### config.mk
export PLATFORM = sky130hd
export DESIGN_NAME = pcie_queue_top
export DESIGN_NICKNAME = d
export VERILOG_FILES = /design/src/source/queue_pkg.sv /design/src/source/queue_table_ram.sv /design/src/source/pio_regs.sv /design/src/source/queue_switcher.sv /design/src/source/pcie_queue_top.sv
export SDC_FILE = /design/constraint.sdc
export NUM_CORES = 1
export LEC_CHECK = 0
export BUFFER_PORTS_ARGS = -buffer_cell sky130_fd_sc_hd__clkbuf_2
export CORE_MARGIN = 3
export CORE_UTILIZATION = 55
export CTS_CLUSTER_DIAMETER = 100
export DETAILED_ROUTE_END_ITERATION = 16
export PLACE_DENSITY = 0.76
export SLEW_MARGIN = 15
export SYNTH_ARGS = -nofsm -noshare
export SYNTH_HDL_FRONTEND = slang
export SYNTH_SLANG_ARGS = --single-unit
### constraint.sdc
create_clock -name pcie_clk -period 5.45 [get_ports pcie_clk]
set_clock_uncertainty 0.05 [all_clocks]
set_input_delay 0.2725 -clock pcie_clk [delete_from_list [all_inputs] [get_ports pcie_clk]]
set_output_delay 0.2725 -clock pcie_clk [all_outputs]
set_load 0.02 [all_outputs]
### src/source/queue_pkg.sv
package queue_pkg;

    // queue and register page geometry
    localparam int NB_QUEUES         = 4;
    localparam int QUEUE_IDX_WIDTH   = $clog2(NB_QUEUES);
    localparam int RB_AWIDTH         = 16;
    localparam int DWORD_WIDTH       = 32;
    localparam int REGS_PER_PAGE     = 4;
    localparam int PAGE_BYTES_WIDTH  = REGS_PER_PAGE * DWORD_WIDTH / 8;

    // cycles from a table read enable to its data
    localparam int BRAM_READ_LATENCY = 2;

    typedef logic [QUEUE_IDX_WIDTH-1:0] queue_idx_t;
    typedef logic [RB_AWIDTH-1:0]       rb_ptr_t;
    typedef logic [DWORD_WIDTH-1:0]     dword_t;
    typedef logic [2*DWORD_WIDTH-1:0]   kmem_addr_t;

    // table fields, in page dword order
    typedef enum logic [1:0] {
        TAIL      = 2'd0,
        HEAD      = 2'd1,
        KMEM_LOW  = 2'd2,
        KMEM_HIGH = 2'd3
    } table_field_e;

    // one PIO access to a queue page
    typedef struct packed {
        logic                                   wr;
        queue_idx_t                             page;
        logic [REGS_PER_PAGE*DWORD_WIDTH-1:0]   wr_data;
        logic [PAGE_BYTES_WIDTH-1:0]            byte_en;
    } pio_req_t;

    // fields changed by a PIO write
    typedef struct packed {
        queue_idx_t queue;
        logic       head_vld;
        rb_ptr_t    head;
        logic       kmem_low_vld;
        dword_t     kmem_low;
        logic       kmem_high_vld;
        dword_t     kmem_high;
    } pio_update_t;

    // state of the queue the ring buffer currently fills
    typedef struct packed {
        queue_idx_t id;
        rb_ptr_t    head;
        rb_ptr_t    tail;
        kmem_addr_t kmem_addr;
    } queue_state_t;

endpackage

### src/source/queue_table_ram.sv
`timescale 1ns/1ps

module queue_table_ram #(
    parameter type data_t = queue_pkg::dword_t
) (
    input  logic                  pcie_clk,
    input  queue_pkg::queue_idx_t addr_a,
    input  queue_pkg::queue_idx_t addr_b,
    input  logic                  wr_en_a,
    input  logic                  wr_en_b,
    input  logic                  rd_en_a,
    input  logic                  rd_en_b,
    input  data_t                 wr_data_a,
    input  data_t                 wr_data_b,
    output data_t                 rd_data_a,
    output data_t                 rd_data_b
);
    import queue_pkg::*;

    data_t mem [NB_QUEUES] = '{default: '0};
    data_t pipe_a [BRAM_READ_LATENCY];
    data_t pipe_b [BRAM_READ_LATENCY];

    // port A and port B never hit the same entry in one cycle
    always_ff @(posedge pcie_clk) begin
        if (wr_en_a) begin
            mem[addr_a] <= wr_data_a;
        end
        if (wr_en_b) begin
            mem[addr_b] <= wr_data_b;
        end
    end

    // first stage samples the array on a read, later stages just shift
    always_ff @(posedge pcie_clk) begin
        if (rd_en_a) begin
            pipe_a[0] <= mem[addr_a];
        end
        if (rd_en_b) begin
            pipe_b[0] <= mem[addr_b];
        end
        for (int i = 1; i < BRAM_READ_LATENCY; i++) begin
            pipe_a[i] <= pipe_a[i-1];
            pipe_b[i] <= pipe_b[i-1];
        end
    end

    assign rd_data_a = pipe_a[BRAM_READ_LATENCY-1];
    assign rd_data_b = pipe_b[BRAM_READ_LATENCY-1];

endmodule

### src/source/pio_regs.sv
`timescale 1ns/1ps

module pio_regs (
    input  logic                   pcie_clk,
    input  logic                   pcie_reset_n,
    input  logic                   pio_valid,
    input  queue_pkg::pio_req_t    pio_req,
    // head table, port B
    output queue_pkg::queue_idx_t  head_addr_b,
    output logic                   head_wr_en_b,
    output logic                   head_rd_en_b,
    output queue_pkg::rb_ptr_t     head_wr_data_b,
    // kmem low table, port B
    output queue_pkg::queue_idx_t  kmem_low_addr_b,
    output logic                   kmem_low_wr_en_b,
    output logic                   kmem_low_rd_en_b,
    output queue_pkg::dword_t      kmem_low_wr_data_b,
    // kmem high table, port B
    output queue_pkg::queue_idx_t  kmem_high_addr_b,
    output logic                   kmem_high_wr_en_b,
    output logic                   kmem_high_rd_en_b,
    output queue_pkg::dword_t      kmem_high_wr_data_b,
    // tail table is read only from this side
    output queue_pkg::queue_idx_t  tail_addr_b,
    output logic                   tail_rd_en_b,
    input  queue_pkg::rb_ptr_t     tail_rd_data_b,
    input  queue_pkg::rb_ptr_t     head_rd_data_b,
    input  queue_pkg::dword_t      kmem_low_rd_data_b,
    input  queue_pkg::dword_t      kmem_high_rd_data_b,
    output logic                   pio_readdata_valid,
    output logic [queue_pkg::REGS_PER_PAGE*queue_pkg::DWORD_WIDTH-1:0] pio_readdata,
    output logic                   update_valid,
    output queue_pkg::pio_update_t update
);
    import queue_pkg::*;

    dword_t                       wr_dword [REGS_PER_PAGE];
    logic [REGS_PER_PAGE-1:0]     dword_full;
    logic                         is_write;
    logic                         is_read;
    queue_idx_t                   page_r;
    logic                         rd_en_r;
    logic [BRAM_READ_LATENCY-1:0] rd_pipe;

    // a dword counts only when all of its byte enables are set
    always_comb begin
        for (int i = 0; i < REGS_PER_PAGE; i++) begin
            wr_dword[i]   = pio_req.wr_data[i*DWORD_WIDTH +: DWORD_WIDTH];
            dword_full[i] = &pio_req.byte_en[i*(DWORD_WIDTH/8) +: DWORD_WIDTH/8];
        end
    end

    assign is_write = pio_valid && pio_req.wr;
    assign is_read  = pio_valid && !pio_req.wr;

    always_ff @(posedge pcie_clk) begin
        if (!pcie_reset_n) begin
            head_wr_en_b      <= 1'b0;
            kmem_low_wr_en_b  <= 1'b0;
            kmem_high_wr_en_b <= 1'b0;
            update_valid      <= 1'b0;
            rd_en_r           <= 1'b0;
            rd_pipe           <= '0;
        end else begin
            // dword 0 is the tail, owned by the FPGA side
            head_wr_en_b      <= is_write && dword_full[HEAD];
            kmem_low_wr_en_b  <= is_write && dword_full[KMEM_LOW];
            kmem_high_wr_en_b <= is_write && dword_full[KMEM_HIGH];
            update_valid      <= is_write && (|dword_full[REGS_PER_PAGE-1:1]);
            rd_en_r           <= is_read;
            // follows the read through the table latency
            rd_pipe <= {rd_pipe[BRAM_READ_LATENCY-2:0], rd_en_r};
        end
    end

    always_ff @(posedge pcie_clk) begin
        if (pio_valid) begin
            page_r              <= pio_req.page;
            head_wr_data_b      <= wr_dword[HEAD][RB_AWIDTH-1:0];
            kmem_low_wr_data_b  <= wr_dword[KMEM_LOW];
            kmem_high_wr_data_b <= wr_dword[KMEM_HIGH];
            update.queue         <= pio_req.page;
            update.head_vld      <= dword_full[HEAD];
            update.head          <= wr_dword[HEAD][RB_AWIDTH-1:0];
            update.kmem_low_vld  <= dword_full[KMEM_LOW];
            update.kmem_low      <= wr_dword[KMEM_LOW];
            update.kmem_high_vld <= dword_full[KMEM_HIGH];
            update.kmem_high     <= wr_dword[KMEM_HIGH];
        end
    end

    // all four tables share the page address
    assign tail_addr_b      = page_r;
    assign head_addr_b      = page_r;
    assign kmem_low_addr_b  = page_r;
    assign kmem_high_addr_b = page_r;

    assign tail_rd_en_b      = rd_en_r;
    assign head_rd_en_b      = rd_en_r;
    assign kmem_low_rd_en_b  = rd_en_r;
    assign kmem_high_rd_en_b = rd_en_r;

    assign pio_readdata_valid = rd_pipe[BRAM_READ_LATENCY-1];

    // page layout, tail in the lowest dword
    assign pio_readdata = {
        kmem_high_rd_data_b,
        kmem_low_rd_data_b,
        dword_t'(head_rd_data_b),
        dword_t'(tail_rd_data_b)
    };

endmodule

### src/source/queue_switcher.sv
`timescale 1ns/1ps

module queue_switcher (
    input  logic                               pcie_clk,
    input  logic                               pcie_reset_n,
    input  logic [queue_pkg::QUEUE_IDX_WIDTH:0] nb_queues,
    input  logic                               dma_done,
    input  queue_pkg::rb_ptr_t                 new_tail,
    input  logic                               update_valid,
    input  queue_pkg::pio_update_t             update,
    // tail table, port A
    output queue_pkg::queue_idx_t              tail_addr_a,
    output logic                               tail_wr_en_a,
    output logic                               tail_rd_en_a,
    output queue_pkg::rb_ptr_t                 tail_wr_data_a,
    input  queue_pkg::rb_ptr_t                 tail_rd_data_a,
    // head table, port A
    output queue_pkg::queue_idx_t              head_addr_a,
    output logic                               head_rd_en_a,
    input  queue_pkg::rb_ptr_t                 head_rd_data_a,
    // kmem low table, port A
    output queue_pkg::queue_idx_t              kmem_low_addr_a,
    output logic                               kmem_low_rd_en_a,
    input  queue_pkg::dword_t                  kmem_low_rd_data_a,
    // kmem high table, port A
    output queue_pkg::queue_idx_t              kmem_high_addr_a,
    output logic                               kmem_high_rd_en_a,
    input  queue_pkg::dword_t                  kmem_high_rd_data_a,
    output queue_pkg::queue_state_t            active
);
    import queue_pkg::*;

    typedef enum logic [1:0] {
        IDLE,
        DELAY_1,
        DELAY_2,
        SWITCH
    } state_e;

    state_e                   state;
    logic [QUEUE_IDX_WIDTH:0] id_plus_one;
    queue_idx_t               next_id;
    queue_idx_t               fetch_addr;
    logic                     fetch_rd_en;
    logic                     multi_queue;
    logic                     update_hit;

    // round robin over the configured queues
    assign id_plus_one = {1'b0, active.id} + 1'b1;
    assign next_id     = (id_plus_one >= nb_queues) ? '0 : id_plus_one[QUEUE_IDX_WIDTH-1:0];
    assign multi_queue = nb_queues > 1;
    assign update_hit  = update_valid && (update.queue == active.id);

    always_ff @(posedge pcie_clk) begin
        if (!pcie_reset_n) begin
            state        <= IDLE;
            fetch_rd_en  <= 1'b0;
            tail_wr_en_a <= 1'b0;
            active       <= '0;
        end else begin
            fetch_rd_en  <= 1'b0;
            tail_wr_en_a <= 1'b0;

            // CPU wrote the page of the queue in use
            if (update_hit) begin
                if (update.head_vld) begin
                    active.head <= update.head;
                end
                if (update.kmem_low_vld) begin
                    active.kmem_addr[DWORD_WIDTH-1:0] <= update.kmem_low;
                end
                if (update.kmem_high_vld) begin
                    active.kmem_addr[2*DWORD_WIDTH-1:DWORD_WIDTH] <= update.kmem_high;
                end
            end

            case (state)
                IDLE: begin
                    // ring buffer spaces its strobes, extra ones are dropped
                    if (dma_done) begin
                        fetch_rd_en <= 1'b1;
                        active.tail <= new_tail;
                        state       <= DELAY_1;
                    end
                end
                DELAY_1: begin
                    state <= DELAY_2;
                end
                DELAY_2: begin
                    state <= SWITCH;
                end
                SWITCH: begin
                    tail_wr_en_a <= 1'b1;
                    // a single queue keeps its own running tail
                    if (multi_queue) begin
                        active.tail <= tail_rd_data_a;
                    end
                    active.head      <= head_rd_data_a;
                    active.kmem_addr <= {kmem_high_rd_data_a, kmem_low_rd_data_a};
                    active.id        <= next_id;
                    state            <= IDLE;
                end
                default: begin
                    state <= IDLE;
                end
            endcase
        end
    end

    // prefetch goes to the next queue, write-back to the one being left
    always_ff @(posedge pcie_clk) begin
        if (state == IDLE && dma_done) begin
            fetch_addr  <= next_id;
            tail_addr_a <= next_id;
        end else if (state == SWITCH) begin
            tail_addr_a    <= active.id;
            tail_wr_data_a <= active.tail;
        end
    end

    assign head_addr_a      = fetch_addr;
    assign kmem_low_addr_a  = fetch_addr;
    assign kmem_high_addr_a = fetch_addr;

    assign tail_rd_en_a      = fetch_rd_en;
    assign head_rd_en_a      = fetch_rd_en;
    assign kmem_low_rd_en_a  = fetch_rd_en;
    assign kmem_high_rd_en_a = fetch_rd_en;

endmodule

### src/source/pcie_queue_top.sv
`timescale 1ns/1ps

module pcie_queue_top (
    input  logic                               pcie_clk,
    input  logic                               pcie_reset_n,
    input  logic [queue_pkg::QUEUE_IDX_WIDTH:0] nb_queues,
    input  logic                               pio_valid,
    input  queue_pkg::pio_req_t                pio_req,
    input  logic                               dma_done,
    input  queue_pkg::rb_ptr_t                 new_tail,
    output logic                               pio_readdata_valid,
    output logic [queue_pkg::REGS_PER_PAGE*queue_pkg::DWORD_WIDTH-1:0] pio_readdata,
    output queue_pkg::queue_state_t            active
);
    import queue_pkg::*;

    // tail table
    queue_idx_t tail_addr_a;
    logic       tail_wr_en_a;
    logic       tail_rd_en_a;
    rb_ptr_t    tail_wr_data_a;
    rb_ptr_t    tail_rd_data_a;
    queue_idx_t tail_addr_b;
    logic       tail_rd_en_b;
    rb_ptr_t    tail_rd_data_b;

    // head table
    queue_idx_t head_addr_a;
    logic       head_rd_en_a;
    rb_ptr_t    head_rd_data_a;
    queue_idx_t head_addr_b;
    logic       head_wr_en_b;
    logic       head_rd_en_b;
    rb_ptr_t    head_wr_data_b;
    rb_ptr_t    head_rd_data_b;

    // kmem address tables
    queue_idx_t kmem_low_addr_a;
    logic       kmem_low_rd_en_a;
    dword_t     kmem_low_rd_data_a;
    queue_idx_t kmem_low_addr_b;
    logic       kmem_low_wr_en_b;
    logic       kmem_low_rd_en_b;
    dword_t     kmem_low_wr_data_b;
    dword_t     kmem_low_rd_data_b;
    queue_idx_t kmem_high_addr_a;
    logic       kmem_high_rd_en_a;
    dword_t     kmem_high_rd_data_a;
    queue_idx_t kmem_high_addr_b;
    logic       kmem_high_wr_en_b;
    logic       kmem_high_rd_en_b;
    dword_t     kmem_high_wr_data_b;
    dword_t     kmem_high_rd_data_b;

    logic        update_valid;
    pio_update_t update;

    // the CPU has no write path to the tails
    queue_table_ram #(.data_t(rb_ptr_t)) tail_table (
        .pcie_clk (pcie_clk),
        .addr_a (tail_addr_a),           .addr_b (tail_addr_b),
        .wr_en_a (tail_wr_en_a),         .wr_en_b (1'b0),
        .rd_en_a (tail_rd_en_a),         .rd_en_b (tail_rd_en_b),
        .wr_data_a (tail_wr_data_a),     .wr_data_b ('0),
        .rd_data_a (tail_rd_data_a),     .rd_data_b (tail_rd_data_b)
    );

    // switcher only reads these three
    queue_table_ram #(.data_t(rb_ptr_t)) head_table (
        .pcie_clk (pcie_clk),
        .addr_a (head_addr_a),           .addr_b (head_addr_b),
        .wr_en_a (1'b0),                 .wr_en_b (head_wr_en_b),
        .rd_en_a (head_rd_en_a),         .rd_en_b (head_rd_en_b),
        .wr_data_a ('0),                 .wr_data_b (head_wr_data_b),
        .rd_data_a (head_rd_data_a),     .rd_data_b (head_rd_data_b)
    );

    queue_table_ram #(.data_t(dword_t)) kmem_low_table (
        .pcie_clk (pcie_clk),
        .addr_a (kmem_low_addr_a),       .addr_b (kmem_low_addr_b),
        .wr_en_a (1'b0),                 .wr_en_b (kmem_low_wr_en_b),
        .rd_en_a (kmem_low_rd_en_a),     .rd_en_b (kmem_low_rd_en_b),
        .wr_data_a ('0),                 .wr_data_b (kmem_low_wr_data_b),
        .rd_data_a (kmem_low_rd_data_a), .rd_data_b (kmem_low_rd_data_b)
    );

    queue_table_ram #(.data_t(dword_t)) kmem_high_table (
        .pcie_clk (pcie_clk),
        .addr_a (kmem_high_addr_a),       .addr_b (kmem_high_addr_b),
        .wr_en_a (1'b0),                  .wr_en_b (kmem_high_wr_en_b),
        .rd_en_a (kmem_high_rd_en_a),     .rd_en_b (kmem_high_rd_en_b),
        .wr_data_a ('0),                  .wr_data_b (kmem_high_wr_data_b),
        .rd_data_a (kmem_high_rd_data_a), .rd_data_b (kmem_high_rd_data_b)
    );

    pio_regs pio0 (.*);

    queue_switcher switcher0 (.*);

endmodule

==> flow_results.xml, run 1 <==
<?xml version="1.0" encoding="UTF-8"?>
<metrics>
  <group name="clock_network">
    <metric name="cts_num_sinks" unit="">988</metric>
    <metric name="post_cts.repair.setup_buffers" unit="">0</metric>
    <metric name="clock_insertion_delay_worst_skew" unit="ns">0.65</metric>
    <metric name="cts_buffers" unit="">97</metric>
    <metric name="tritoncts_clock_tree" unit="">yes</metric>
    <metric name="clock_tree.root_cell" unit="">sky130_fd_sc_hd__clkbuf_16</metric>
    <metric name="worst_setup_hold_path_clk_slew" unit="ns">0.06</metric>
    <metric name="cts-root-to-sink-buffers" unit="">3</metric>
    <metric name="htreeDepth" unit="">3</metric>
    <metric name="cts.repair.resized" unit="">0</metric>
  </group>
  <group name="layout">
    <metric name="final_core_util" unit="%">65.6</metric>
    <metric name="syn_to_final_growth" unit="%">16.9</metric>
    <metric name="final-instance-count-excl-fill" unit="">3052</metric>
    <metric name="layout-drive-gt1-share" unit="%">31.5</metric>
    <metric name="most_common_cell_after_layout_fill_and_taps_aside" unit="">sky130_fd_sc_hd__edfxtp_1</metric>
    <metric name="layout.cells.most_common_list" unit="">sky130_fd_sc_hd__edfxtp_1 (681), sky130_fd_sc_hd__clkbuf_2 (310), sky130_fd_sc_hd__dfxtp_1 (301)</metric>
    <metric name="nets" unit="">2307</metric>
  </group>
  <group name="floorplanning">
    <metric name="die_w" unit="microns">258</metric>
    <metric name="initial_utilization" unit="%">56.1</metric>
    <metric name="std_cell_rows" unit="">91</metric>
    <metric name="fp.dieArea" unit="sq um">66600</metric>
    <metric name="core" unit="sq um">62300</metric>
    <metric name="die-height" unit="microns">258</metric>
    <metric name="boundaryPins" unit="">397</metric>
  </group>
  <group name="worst_setup_path">
    <metric name="rr_endpoint" unit="">switcher0.active[24]$_SDFFE_PN0P_</metric>
    <metric name="critical_path_required" unit="ns">5.96</metric>
    <metric name="critical_path.reg2reg.startpoint" unit="">switcher0.state[1]$_SDFFE_PN0P_</metric>
    <metric name="timing.critical_path.arrival" unit="ns">3.70</metric>
    <metric name="worstSetupEndpointType" unit="">flop</metric>
    <metric name="timing.reg2reg.worst_path_depth" unit="">6</metric>
    <metric name="start_to_end_type_of_the_worst_setup_path" unit="">flop to flop</metric>
    <metric name="crit_fanout" unit="">99</metric>
    <metric name="critical_path.startpoint_type" unit="">flop</metric>
    <metric name="regToRegSetupSlack" unit="ns">2.26</metric>
  </group>
  <group name="pwr">
    <metric name="net_load_switching_power" unit="mW">4.41</metric>
    <metric name="power_switching_share" unit="%">24.4</metric>
    <metric name="peakVddDrop" unit="mV">0.315</metric>
    <metric name="internal-power" unit="mW">13.7</metric>
    <metric name="p_seq_share" unit="%">51.2</metric>
    <metric name="clock_power_share" unit="%">37.5</metric>
    <metric name="pwr_density_cell" unit="nW/um^2">443</metric>
    <metric name="power.combinational.fraction" unit="%">11.3</metric>
    <metric name="p_leak" unit="nW">15.2</metric>
  </group>
  <group name="sta">
    <metric name="rsz0062_at_grt" unit="">false</metric>
    <metric name="hold_viol" unit="">0</metric>
    <metric name="finalSetupViolations" unit="">0</metric>
    <metric name="min_period" unit="ns">3.19</metric>
    <metric name="period_share" unit="%">58.6</metric>
    <metric name="fmax" unit="MHz">313</metric>
    <metric name="slew_headroom" unit="%">24.0</metric>
    <metric name="fin_tns_setup" unit="ns">0</metric>
    <metric name="timing.final.max_slew_violations" unit="">0</metric>
    <metric name="worstMarginPinSlew" unit="ns">1.14</metric>
  </group>
  <group name="hold_path">
    <metric name="hold_path_startpoint" unit="">pio_req[6]</metric>
    <metric name="hp-class" unit="">input pin to flop</metric>
    <metric name="hold_path_depth" unit="">3</metric>
    <metric name="worst_hold_path.endpoint" unit="">pio0.update[82]$_DFFE_PP_</metric>
  </group>
  <group name="global_routing">
    <metric name="grt_pass1_wl" unit="microns">114000</metric>
    <metric name="grt_max_degree" unit="">100</metric>
    <metric name="globalRouteOverflowTotal" unit="">0</metric>
    <metric name="first_global_vias" unit="">18700</metric>
    <metric name="total_global_route_track_usage" unit="%">22.9</metric>
    <metric name="number_of_antenna_violations_at_the_first_check_in_global_routing" unit="">3</metric>
  </group>
  <group name="job">
    <metric name="max_cap_viol_count" unit="">0</metric>
  </group>
  <group name="synth">
    <metric name="syn-cell-area" unit="sq um">34900</metric>
    <metric name="synth_edf_count" unit="">681</metric>
    <metric name="synth_simple_gate_area_share" unit="%">1.15</metric>
    <metric name="syn_area_per_cell" unit="sq um">19.7</metric>
    <metric name="synth.mux.area_fraction" unit="%">15.3</metric>
    <metric name="synth-adder-area-share" unit="%">0.287</metric>
    <metric name="ys_seq_area_share" unit="%">76.1</metric>
    <metric name="synth_xor_area_share" unit="%">0.0931</metric>
    <metric name="syn_inst" unit="">1777</metric>
    <metric name="synth.yosys.warnings" unit="">0</metric>
    <metric name="synth.lib_cells_used.distinct" unit="">36</metric>
    <metric name="postSynth.asyncResetShare" unit="%">0</metric>
    <metric name="synth_top_flop_cell" unit="">sky130_fd_sc_hd__edfxtp_1</metric>
    <metric name="synth_compound_gate_area_share" unit="%">2.98</metric>
    <metric name="combinational_family_with_the_most_area_after_synthesis" unit="">multiplexers</metric>
    <metric name="synth-seq-cells" unit="">988</metric>
  </group>
  <group name="detailed_routing">
    <metric name="viasPerCell" unit="">5.72</metric>
    <metric name="drtIter0Drc" unit="">1571</metric>
    <metric name="detail_route.wl_per_cell" unit="microns">24.8</metric>
    <metric name="detail_route.first_pass.iterations" unit="">5</metric>
    <metric name="route.antenna.remaining_nets" unit="">0</metric>
    <metric name="detailroute.via_count" unit="">17500</metric>
    <metric name="wirelength" unit="microns">75600</metric>
    <metric name="drc" unit="">0</metric>
  </group>
  <group name="placement">
    <metric name="dp_cells" unit="">2758</metric>
    <metric name="finalWeightedCongestion" unit="">0.759</metric>
    <metric name="port_buffers" unit="">312</metric>
    <metric name="hpwlAfterDp" unit="microns">40900</metric>
  </group>
  <group name="run_status">
    <metric name="run_status" unit="">finished, final reports clean</metric>
  </group>
</metrics>
==> power by group through the flow <==
| stage | Sequential [mW] | Combinational, mW | Clock [mW] |
|---|---|---|---|
| after floorplan | 9.29 | 1.42 | 0 |
| after global placement | 9.38 | 1.94 | 0 |
| after detailed placement | 9.41 | 1.99 | 0 |
| after CTS | 9.27 | 2.07 | 6.88 |
| after global routing | 9.33 | 2.20 | 7.20 |
| final | 9.26 | 2.05 | 6.77 |
==> repair_timing <==
action,4_1_cts,5_1_grt
setup endpoints to repair,0,0
hold endpoints to repair,107,0
hold buffers,109,0
==> metrics by stage <==
| stage | hold WS [ns] | worst slack (ns) | area, sq um | power, mW |
|---|---|---|---|---|
| after global placement | 0.274 | 2.49 | 36500 | 11.3 |
| after CTS | 0.00593 | 2.37 | 40900 | 18.2 |
| after floorplan | 0.273 | 2.55 | 35100 | 10.7 |
| final | 0.0752 | 2.26 | 40900 | 18.1 |
| after detailed placement | 0.277 | 2.40 | 36500 | 11.4 |
| after global routing | 0.0633 | 2.07 | 40900 | 18.7 |
==> flip-flops by register name, summed over array words and instances (netlist names), 5 cells and up, named ones only <==
name	count
switcher0.active	98
head_table.pipe_a	32
switcher0.tail_wr_data_a	16
kmem_high_table.pipe_a	64
kmem_high_table.pipe_b	64
kmem_high_table.mem	128
head_table.mem	64
kmem_low_table.mem	128
tail_table.mem	64
pio0.head_wr_data_b	16
tail_table.pipe_a	32
pio0.kmem_low_wr_data_b	32
pio0.kmem_high_wr_data_b	32
head_table.pipe_b	32
kmem_low_table.pipe_b	64
tail_table.pipe_b	32
kmem_low_table.pipe_a	64
pio0.update	5
==> how the worst max path moves through the flow <==
| stage | from | to | slack, ns | cells after the start |
|---|---|---|---|---|
| finish | switcher0.state[1]$_SDFFE_PN0P_ | switcher0.active[24]$_SDFFE_PN0P_ | 2.26 | 6 |
| global route | switcher0.state[1]$_SDFFE_PN0P_ | switcher0.active[24]$_SDFFE_PN0P_ | 2.07 | 6 |
| CTS | switcher0.state[1]$_SDFFE_PN0P_ | switcher0.active[24]$_SDFFE_PN0P_ | 2.37 | 6 |
| detailed placement | switcher0.state[1]$_SDFFE_PN0P_ | switcher0.active[18]$_SDFFE_PN0P_ | 2.40 | 6 |
| global placement | switcher0.state[1]$_SDFFE_PN0P_ | switcher0.tail_addr_a[0]$_DFFE_PN_ | 2.49 | 5 |
| floorplan | pio0.head_rd_en_b$_SDFF_PN0_ | head_table.pipe_b[0][0]$_DFFE_PP_ | 2.55 | 0 |
==> logic make-up (layout without fill, tap and decap cells) <==
group | count (synthesis) | in the layout
other | 1 | 34
flip-flops | 988 | 988
AND/OR/NAND/NOR | 72 | 72
buffers and inverters | 224 | 629
AO/OA/AOI/OAI | 188 | 188
adder cells (fa/ha/maj) | 8 | 8
multiplexers | 294 | 294
XOR/XNOR | 2 | 2
==> synth_stat cells, types with 4 or more instances <==
cell | instances | area, sq um
sky130_fd_sc_hd__o21ai_1 | 13 | 65.1
sky130_fd_sc_hd__and3_1 | 5 | 31.3
sky130_fd_sc_hd__ha_1 | 8 | 100
sky130_fd_sc_hd__o21ai_0 | 72 | 360
sky130_fd_sc_hd__clkbuf_1 | 48 | 180
sky130_fd_sc_hd__buf_1 | 5 | 18.8
sky130_fd_sc_hd__buf_2 | 25 | 125
sky130_fd_sc_hd__mux4_2 | 192 | 4320
sky130_fd_sc_hd__inv_1 | 9 | 33.8
sky130_fd_sc_hd__a21oi_1 | 80 | 400
sky130_fd_sc_hd__buf_4 | 129 | 968
sky130_fd_sc_hd__buf_6 | 6 | 67.6
sky130_fd_sc_hd__mux2i_1 | 100 | 1000
sky130_fd_sc_hd__dfxtp_1 | 307 | 6150
sky130_fd_sc_hd__and2_1 | 12 | 75.1
sky130_fd_sc_hd__nor2_1 | 9 | 33.8
sky130_fd_sc_hd__o211a_1 | 17 | 170
sky130_fd_sc_hd__nand2_1 | 28 | 105
sky130_fd_sc_hd__edfxtp_1 | 681 | 20400
sky130_fd_sc_hd__nand3_1 | 4 | 20.0
==> metal layers <==
layer / up-vias / global-route usage (%) / share of wire, %
li1: 7532 / - / -
met3: 173 / 4.23 / 6.4
met1: 9020 / 29.9 / 39
met2: 730 / 38.7 / 51
met4: 0 / 8.83 / 3.5
met5: - / 0 / 0
==> critical path, cell delays in order (launching register included) <==
cell	delay (ns)
sky130_fd_sc_hd__dfxtp_1	0.34
sky130_fd_sc_hd__ha_2	0.17
sky130_fd_sc_hd__buf_4	0.34
sky130_fd_sc_hd__inv_4	0.82
sky130_fd_sc_hd__buf_4	0.69
sky130_fd_sc_hd__o21ai_0	0.26
sky130_fd_sc_hd__a21oi_1	0.21
==> area by class of cell <==
type                       count  area (sq um)
fill                        3955         21400
clock inverter                49           578
inverter                      10          40.0
clock buffer                 134          2720
multi-input combinational    596          7070
tap                          837          1050
sequential                   988         26600
timing repair buffer         436          2780
antenna                        2          5.00
Power figures use the tool's default switching activity.
==> inputs of run 2 (changes only) <==
==> constraint.sdc (replaced) <==
create_clock -name pcie_clk -period 3.25 [get_ports pcie_clk]
set_clock_uncertainty 0.05 [all_clocks]
set_input_delay 0.1625 -clock pcie_clk [delete_from_list [all_inputs] [get_ports pcie_clk]]
set_output_delay 0.1625 -clock pcie_clk [all_outputs]
set_load 0.02 [all_outputs]
==> flow_results.xml, run 2 (synthesized netlist as in run 1, its figures left out) <==
<?xml version="1.0" encoding="UTF-8"?>
<metrics>
  <group name="sta">
    <metric name="fmax" unit="MHz">374</metric>
    <metric name="period_share" unit="%">82.2</metric>
    <metric name="timing.final.max_slew_violations" unit="">0</metric>
    <metric name="worstMarginPinSlew" unit="ns">1.01</metric>
    <metric name="fin_tns_setup" unit="ns">0</metric>
    <metric name="min_period" unit="ns">2.67</metric>
    <metric name="slew_headroom" unit="%">32.3</metric>
    <metric name="rsz0062_at_grt" unit="">false</metric>
    <metric name="finalSetupViolations" unit="">0</metric>
    <metric name="hold_viol" unit="">0</metric>
  </group>
  <group name="clock_network">
    <metric name="tritoncts_clock_tree" unit="">yes</metric>
    <metric name="worst_setup_hold_path_clk_slew" unit="ns">0.06</metric>
    <metric name="cts.hold.buffers_added" unit="">115</metric>
    <metric name="htreeDepth" unit="">3</metric>
    <metric name="post_cts.repair.setup_buffers" unit="">0</metric>
    <metric name="clock_tree.root_cell" unit="">sky130_fd_sc_hd__clkbuf_16</metric>
    <metric name="cts_num_sinks" unit="">988</metric>
    <metric name="cts-root-to-sink-buffers" unit="">3</metric>
    <metric name="clock_insertion_delay_worst_skew" unit="ns">0.64</metric>
    <metric name="cts_buffers" unit="">96</metric>
    <metric name="cts.repair.resized" unit="">0</metric>
  </group>
  <group name="global_routing">
    <metric name="grt_max_degree" unit="">78</metric>
    <metric name="total_global_route_track_usage" unit="%">23.7</metric>
    <metric name="grt_pass1_wl" unit="microns">118000</metric>
    <metric name="globalRouteOverflowTotal" unit="">0</metric>
    <metric name="first_global_vias" unit="">19000</metric>
    <metric name="number_of_antenna_violations_at_the_first_check_in_global_routing" unit="">4</metric>
  </group>
  <group name="pwr">
    <metric name="internal-power" unit="mW">23.1</metric>
    <metric name="p_leak" unit="nW">15.4</metric>
    <metric name="peakVddDrop" unit="mV">0.576</metric>
    <metric name="clock_power_share" unit="%">37.4</metric>
    <metric name="net_load_switching_power" unit="mW">7.45</metric>
    <metric name="pwr_density_cell" unit="nW/um^2">741</metric>
    <metric name="p_seq_share" unit="%">50.3</metric>
    <metric name="power.combinational.fraction" unit="%">12.3</metric>
    <metric name="finalPower" unit="mW">30.6</metric>
    <metric name="power_switching_share" unit="%">24.4</metric>
  </group>
  <group name="worst_setup_path">
    <metric name="crit_fanout" unit="">32</metric>
    <metric name="start_to_end_type_of_the_worst_setup_path" unit="">flop to flop</metric>
    <metric name="critical_path_required" unit="ns">3.71</metric>
    <metric name="critical_path.startpoint_type" unit="">flop</metric>
    <metric name="timing.critical_path.arrival" unit="ns">3.13</metric>
    <metric name="worstSetupEndpointType" unit="">flop</metric>
  </group>
  <group name="placement">
    <metric name="finalWeightedCongestion" unit="">0.749</metric>
    <metric name="port_buffers" unit="">312</metric>
    <metric name="hpwlAfterDp" unit="microns">44400</metric>
  </group>
  <group name="run_status">
    <metric name="run_status" unit="">finished, final reports clean</metric>
  </group>
  <group name="detailed_routing">
    <metric name="viasPerCell" unit="">5.74</metric>
    <metric name="drtIter0Drc" unit="">1629</metric>
    <metric name="route.antenna.remaining_nets" unit="">0</metric>
    <metric name="detail_route.first_pass.iterations" unit="">5</metric>
    <metric name="wirelength" unit="microns">78200</metric>
    <metric name="detailroute.via_count" unit="">17700</metric>
    <metric name="detail_route.wl_per_cell" unit="microns">25.3</metric>
    <metric name="drc" unit="">0</metric>
  </group>
  <group name="floorplanning">
    <metric name="std_cell_rows" unit="">91</metric>
    <metric name="die_w" unit="microns">258</metric>
    <metric name="core" unit="sq um">62300</metric>
    <metric name="initial_utilization" unit="%">56.1</metric>
    <metric name="die-height" unit="microns">258</metric>
    <metric name="fp.dieArea" unit="sq um">66600</metric>
    <metric name="boundaryPins" unit="">397</metric>
  </group>
  <group name="layout">
    <metric name="nets" unit="">2340</metric>
    <metric name="layout.cells.most_common_list" unit="">sky130_fd_sc_hd__edfxtp_1 (681), sky130_fd_sc_hd__clkbuf_2 (310), sky130_fd_sc_hd__dfxtp_1 (301)</metric>
    <metric name="syn_to_final_growth" unit="%">18.1</metric>
    <metric name="largestRegisters" unit="">kmem_high_table.mem: 128 flops, kmem_low_table.mem: 128 flops, switcher0.active: 98 flops</metric>
    <metric name="layout-drive-gt1-share" unit="%">32.3</metric>
    <metric name="final_core_util" unit="%">66.3</metric>
    <metric name="most_common_cell_after_layout_fill_and_taps_aside" unit="">sky130_fd_sc_hd__edfxtp_1</metric>
  </group>
  <group name="hold_path">
    <metric name="hp-class" unit="">input pin to flop</metric>
  </group>
  <group name="job">
    <metric name="max_cap_viol_count" unit="">0</metric>
  </group>
</metrics>
-- run 2: changes by cell type in the layout (fill, tap and decap cells not counted), sizes merged --
cell         delta
clkinv          -1
buf            +28
clkbuf          -6
diode           +2
clkinvlp        +1
bufinv          +2
dlygate4sd3     +6
inv             +3
-- run 2: metal layers --
layer	vias up	track usage, %	routed length, microns	share of wire (%)
li1	7597	-	-	-
met1	9160	30.4	29400	38
met2	789	40.8	40800	52
met3	169	4.10	5510	7.0
met4	0	9.10	2490	3.2
met5	-	0	0	0
-- run 2: area by class of cell --
cell class                 count  area, sq um
sequential                   988        26600
fill                        3961        21000
multi-input combinational    596         7070
timing repair buffer         470         3190
clock buffer                 128         2670
tap                          837         1050
clock inverter                54          624
inverter                      10         40.0
antenna                        4         10.0
-- run 2: worst max-delay path: stages, from the launching register on --
cell	delay, ns
sky130_fd_sc_hd__dfxtp_1	0.37
sky130_fd_sc_hd__ha_2	0.60
sky130_fd_sc_hd__mux2i_1	0.18
sky130_fd_sc_hd__a31oi_2	0.17
sky130_fd_sc_hd__buf_4	0.37
sky130_fd_sc_hd__nand2_1	0.09
sky130_fd_sc_hd__o211a_1	0.15
sky130_fd_sc_hd__dlygate4sd3_1	0.57
-- run 2: power by group through the flow --
stage | clock network [mW] | registers (mW) | logic, mW
after detailed placement | 0 | 15.6 | 3.62
final | 11.4 | 15.4 | 3.76
after global placement | 0 | 15.6 | 3.52
after CTS | 11.6 | 15.4 | 3.79
after floorplan | 0 | 15.6 | 2.39
after global routing | 12.1 | 15.5 | 4.03
-- run 2: through the flow --
step | hold WS, ns | std cells | setup WS (ns) | cell area [sq um]
4_1_cts | 0.0515 | 3083 | 0.557 | 41300
2_1_floorplan | 0.184 | 1808 | 0.354 | 35100
3_5_place_dp | 0.277 | 2786 | 0.758 | 36800
5_1_grt | 0.0735 | 3086 | 0.429 | 41300
6_report | 0.0719 | 3087 | 0.579 | 41300
3_3_place_gp | 0.273 | 2786 | 0.883 | 36800
-- run 2: path summary, 6_finish.rpt --
path	from	end	slack [ns]	cells after the start
hold reg to reg	tail_table.pipe_a[0][1]$_DFFE_PP_	tail_table.pipe_a[0][17]$_DFF_P_	0.28	0
setup / recovery	switcher0.state[1]$_SDFFE_PN0P_	switcher0.active[65]$_SDFFE_PN0P_	0.58	7
setup reg to reg	switcher0.state[1]$_SDFFE_PN0P_	switcher0.active[65]$_SDFFE_PN0P_	0.58	7
hold / removal	pio_valid	pio0.head_wr_data_b[4]$_DFFE_PP_	0.07	1
==> inputs of run 3 (changes only) <==
--- a/config.mk
+++ b/config.mk
@@ -5,9 +5,10 @@
 export SDC_FILE = /design/constraint.sdc
 export NUM_CORES = 1
 export LEC_CHECK = 0
+export ABC_AREA = 1
 export BUFFER_PORTS_ARGS = -buffer_cell sky130_fd_sc_hd__clkbuf_2
 export CORE_MARGIN = 3
-export CORE_UTILIZATION = 55
+export CORE_UTILIZATION = 53
 export CTS_CLUSTER_DIAMETER = 100
 export DETAILED_ROUTE_END_ITERATION = 16
 export PLACE_DENSITY = 0.76
==> constraint.sdc (replaced) <==
create_clock -name pcie_clk -period 2.2 [get_ports pcie_clk]
set_clock_uncertainty 0.05 [all_clocks]
set_input_delay 0.11 -clock pcie_clk [delete_from_list [all_inputs] [get_ports pcie_clk]]
set_output_delay 0.11 -clock pcie_clk [all_outputs]
set_load 0.02 [all_outputs]
==> flow_results.xml, run 3 <==
<?xml version="1.0" encoding="UTF-8"?>
<metrics>
  <group name="synth">
    <metric name="synth.most_common_cell" unit="">sky130_fd_sc_hd__edfxtp_1</metric>
    <metric name="yosysTopAreaCellShare" unit="%">55.9</metric>
    <metric name="synth.lib_cells_used.distinct" unit="">28</metric>
    <metric name="netlist.top_cell.by_area" unit="">sky130_fd_sc_hd__edfxtp_1</metric>
    <metric name="syn-cell-area" unit="sq um">36600</metric>
    <metric name="synth.yosys.warnings" unit="">0</metric>
    <metric name="ys_seq_area_share" unit="%">72.6</metric>
    <metric name="syn_inst" unit="">3132</metric>
    <metric name="synth_cell_count_leaders" unit="">sky130_fd_sc_hd__edfxtp_1 (681), sky130_fd_sc_hd__nor2_1 (561), sky130_fd_sc_hd__nand2_1 (411)</metric>
    <metric name="syn_area_per_cell" unit="sq um">11.7</metric>
    <metric name="postSynth.asyncResetShare" unit="%">0</metric>
    <metric name="synth_top_flop_cell" unit="">sky130_fd_sc_hd__edfxtp_1</metric>
    <metric name="synth-seq-cells" unit="">988</metric>
    <metric name="synth_edf_count" unit="">681</metric>
    <metric name="synth_area_leaders" unit="">sky130_fd_sc_hd__edfxtp_1 (56%), sky130_fd_sc_hd__dfxtp_1 (17%), sky130_fd_sc_hd__nor2_1 (5.8%), sky130_fd_sc_hd__o21ai_0 (5.3%), sky130_fd_sc_hd__nand2_1 (4.2%)</metric>
  </group>
  <group name="sta">
    <metric name="timing.final.max_slew_violations" unit="">0</metric>
    <metric name="fin_hold_ws" unit="ns">0.0610</metric>
    <metric name="period_share" unit="%">91.7</metric>
    <metric name="min_period" unit="ns">2.02</metric>
    <metric name="finalSetupViolations" unit="">0</metric>
    <metric name="finalWorstSetupSlack" unit="ns">0.184</metric>
    <metric name="hold_viol" unit="">0</metric>
    <metric name="slew_headroom" unit="%">43.6</metric>
    <metric name="worstMarginPinSlew" unit="ns">0.846</metric>
    <metric name="fin_tns_setup" unit="ns">0</metric>
    <metric name="rsz0062_at_grt" unit="">false</metric>
    <metric name="fmax" unit="MHz">496</metric>
  </group>
  <group name="clock_network">
    <metric name="clock_tree.root_cell" unit="">sky130_fd_sc_hd__clkbuf_16</metric>
    <metric name="cts-root-to-sink-buffers" unit="">3</metric>
    <metric name="worst_setup_hold_path_clk_slew" unit="ns">0.06</metric>
    <metric name="tritoncts_clock_tree" unit="">yes</metric>
    <metric name="htreeDepth" unit="">3</metric>
    <metric name="cts_num_sinks" unit="">988</metric>
    <metric name="cts_buffers" unit="">95</metric>
    <metric name="clock_insertion_delay_worst_skew" unit="ns">0.65</metric>
  </group>
  <group name="pwr">
    <metric name="pwr_density_cell" unit="nW/um^2">1110</metric>
    <metric name="peakVddDrop" unit="mV">0.999</metric>
    <metric name="finalPower" unit="mW">47.6</metric>
    <metric name="p_leak" unit="nW">16.6</metric>
  </group>
  <group name="worst_setup_path">
    <metric name="critical_path_required" unit="ns">2.69</metric>
    <metric name="cp_cell_sequence" unit="">ha_4, buf_12, nand2_2, nand2_2, nand2_1, a21oi_1</metric>
    <metric name="timing.critical_path.arrival" unit="ns">2.51</metric>
    <metric name="cp_slowest_stage_delay" unit="ns">0.41</metric>
    <metric name="crit_top_cell" unit="">sky130_fd_sc_hd__nand2_2</metric>
    <metric name="crit_buf_inv" unit="">1</metric>
    <metric name="worst_path_max_delay_cell" unit="">sky130_fd_sc_hd__dfxtp_1</metric>
    <metric name="start_to_end_type_of_the_worst_setup_path" unit="">flop to flop</metric>
    <metric name="crit_fanout" unit="">66</metric>
    <metric name="critical_path.startpoint_type" unit="">flop</metric>
    <metric name="critical-path-top-delay-family" unit="">simple AND/OR/NAND/NOR gates</metric>
    <metric name="worstSetupEndpointType" unit="">flop</metric>
  </group>
  <group name="detailed_routing">
    <metric name="routedLengthMet1" unit="microns">35600</metric>
    <metric name="topRoutingLayerUsed" unit="">met4</metric>
    <metric name="met2WireLength" unit="microns">45200</metric>
    <metric name="detail_route.wl_per_cell" unit="microns">21.3</metric>
    <metric name="detailroute.via_count" unit="">25000</metric>
    <metric name="route.antenna.remaining_nets" unit="">0</metric>
    <metric name="met3WireLength" unit="microns">9310</metric>
    <metric name="detail_route.first_pass.iterations" unit="">6</metric>
    <metric name="wirelength" unit="microns">93800</metric>
    <metric name="viasPerCell" unit="">5.68</metric>
    <metric name="drtIter0Drc" unit="">2889</metric>
    <metric name="drc" unit="">0</metric>
  </group>
  <group name="global_routing">
    <metric name="number_of_antenna_violations_at_the_first_check_in_global_routing" unit="">4</metric>
    <metric name="globalRouteOverflowTotal" unit="">0</metric>
    <metric name="total_global_route_track_usage" unit="%">25.5</metric>
    <metric name="grt_pass1_wl" unit="microns">140000</metric>
    <metric name="first_global_vias" unit="">24600</metric>
    <metric name="grt_max_degree" unit="">161</metric>
  </group>
  <group name="layout">
    <metric name="largestRegisters" unit="">kmem_high_table.mem: 128 flops, kmem_low_table.mem: 128 flops, switcher0.active: 98 flops</metric>
    <metric name="nets" unit="">3620</metric>
    <metric name="syn_to_final_growth" unit="%">17.3</metric>
    <metric name="layout.cells.most_common_list" unit="">sky130_fd_sc_hd__edfxtp_1 (681), sky130_fd_sc_hd__nor2_1 (553), sky130_fd_sc_hd__nand2_1 (411)</metric>
    <metric name="most_common_cell_after_layout_fill_and_taps_aside" unit="">sky130_fd_sc_hd__edfxtp_1</metric>
    <metric name="layout-drive-gt1-share" unit="%">16.5</metric>
  </group>
  <group name="run_status">
    <metric name="run_status" unit="">finished, final reports clean</metric>
  </group>
  <group name="job">
    <metric name="max_cap_viol_count" unit="">0</metric>
  </group>
  <group name="floorplanning">
    <metric name="initial_utilization" unit="%">54.0</metric>
    <metric name="fp.dieArea" unit="sq um">72300</metric>
    <metric name="die-height" unit="microns">269</metric>
    <metric name="die_w" unit="microns">269</metric>
    <metric name="boundaryPins" unit="">397</metric>
    <metric name="std_cell_rows" unit="">95</metric>
    <metric name="core" unit="sq um">67800</metric>
  </group>
  <group name="hold_path">
    <metric name="hp-class" unit="">input pin to flop</metric>
  </group>
  <group name="placement">
    <metric name="port_buffers" unit="">312</metric>
    <metric name="finalWeightedCongestion" unit="">0.808</metric>
    <metric name="hpwlAfterDp" unit="microns">52000</metric>
    <metric name="place_worst_setup_slack" unit="ns">0.171</metric>
  </group>
</metrics>
## run 3: changes by cell type after synthesis, moves of 99 or more
cell and delta:
sky130_fd_sc_hd__inv_1 +99, sky130_fd_sc_hd__mux2i_1 -100, sky130_fd_sc_hd__mux4_2 -192, sky130_fd_sc_hd__nand2_1 +383, sky130_fd_sc_hd__nor2_1 +552, sky130_fd_sc_hd__o21ai_0 +314, sky130_fd_sc_hd__o22ai_1 +191
## run 3: what timing repair did
action                    4_1_cts  5_1_grt
hold buffers                  111        0
hold endpoints to repair      139        0
resized for setup               0        0
setup buffers                   0        0
## run 3: power breakdown
group          internal [mW]  total (mW)  switching, mW
combinational           2.51        8.23           5.72
clock                   9.76        16.7           6.94
sequential              21.9        22.7          0.847
total                   34.1        47.6           13.5
## run 3: final cells by class
class | instances | area (sq um)
diodes | 3 | 7.51
well taps | 873 | 1090
flip-flops and latches | 988 | 26600
clock buffers | 126 | 2670
repair buffers | 492 | 3570
clock inverters | 53 | 578
inverters | 117 | 453
multi-input cells | 1748 | 7960
fillers | 4879 | 24800
## run 3: cells by family (layout without fill, tap and decap cells)
| family | Yosys count | count (layout) | share of synthesized area (%) |
|---|---|---|---|
| other cells | 1 | 35 | 0.0102 |
| fa+ha+maj | 8 | 8 | 0.273 |
| simple gates | 1100 | 1100 | 11.9 |
| buf+inv | 427 | 788 | 6.19 |
| flops | 988 | 988 | 72.6 |
| compound gates | 608 | 608 | 8.97 |
## run 3: stage by stage
step	instance area, sq um	utilization [%]	std cells
CTS	42900	63.4	4397
detailed placement	38600	56.9	4107
finish	42900	63.4	4400
global route	42900	63.4	4399
global placement	38600	56.9	4107
floorplan	36700	-	3163
## run 3: final timing paths
check | from | to | slack, ns | cells past startpoint
max | switcher0.state[1]$_SDFFE_PN0P_ | switcher0.active[79]$_SDFFE_PN0P_ | 0.18 | 6
max reg2reg | switcher0.state[1]$_SDFFE_PN0P_ | switcher0.active[79]$_SDFFE_PN0P_ | 0.18 | 6
min | nb_queues[0] | flop | 0.06 | 5
min reg2reg | kmem_low_table.pipe_a[0][30]$_DFFE_PP_ | kmem_low_table.pipe_a[0][62]$_DFF_P_ | 0.28 | 0
## run 3: layer usage
layer	vias to the layer above	global-route usage, %
met5	-	0
met4	0	11.2
met3	267	4.95
met2	1513	42.4
met1	11900	32.9
li1	11300	-
## run 3: worst reg2reg max path, stage by stage (launching register included)
cell	delay, ns
sky130_fd_sc_hd__dfxtp_1	0.41
sky130_fd_sc_hd__ha_4	0.24
sky130_fd_sc_hd__buf_12	0.35
sky130_fd_sc_hd__nand2_2	0.24
sky130_fd_sc_hd__nand2_2	0.32
sky130_fd_sc_hd__nand2_1	0.13
sky130_fd_sc_hd__a21oi_1	0.18
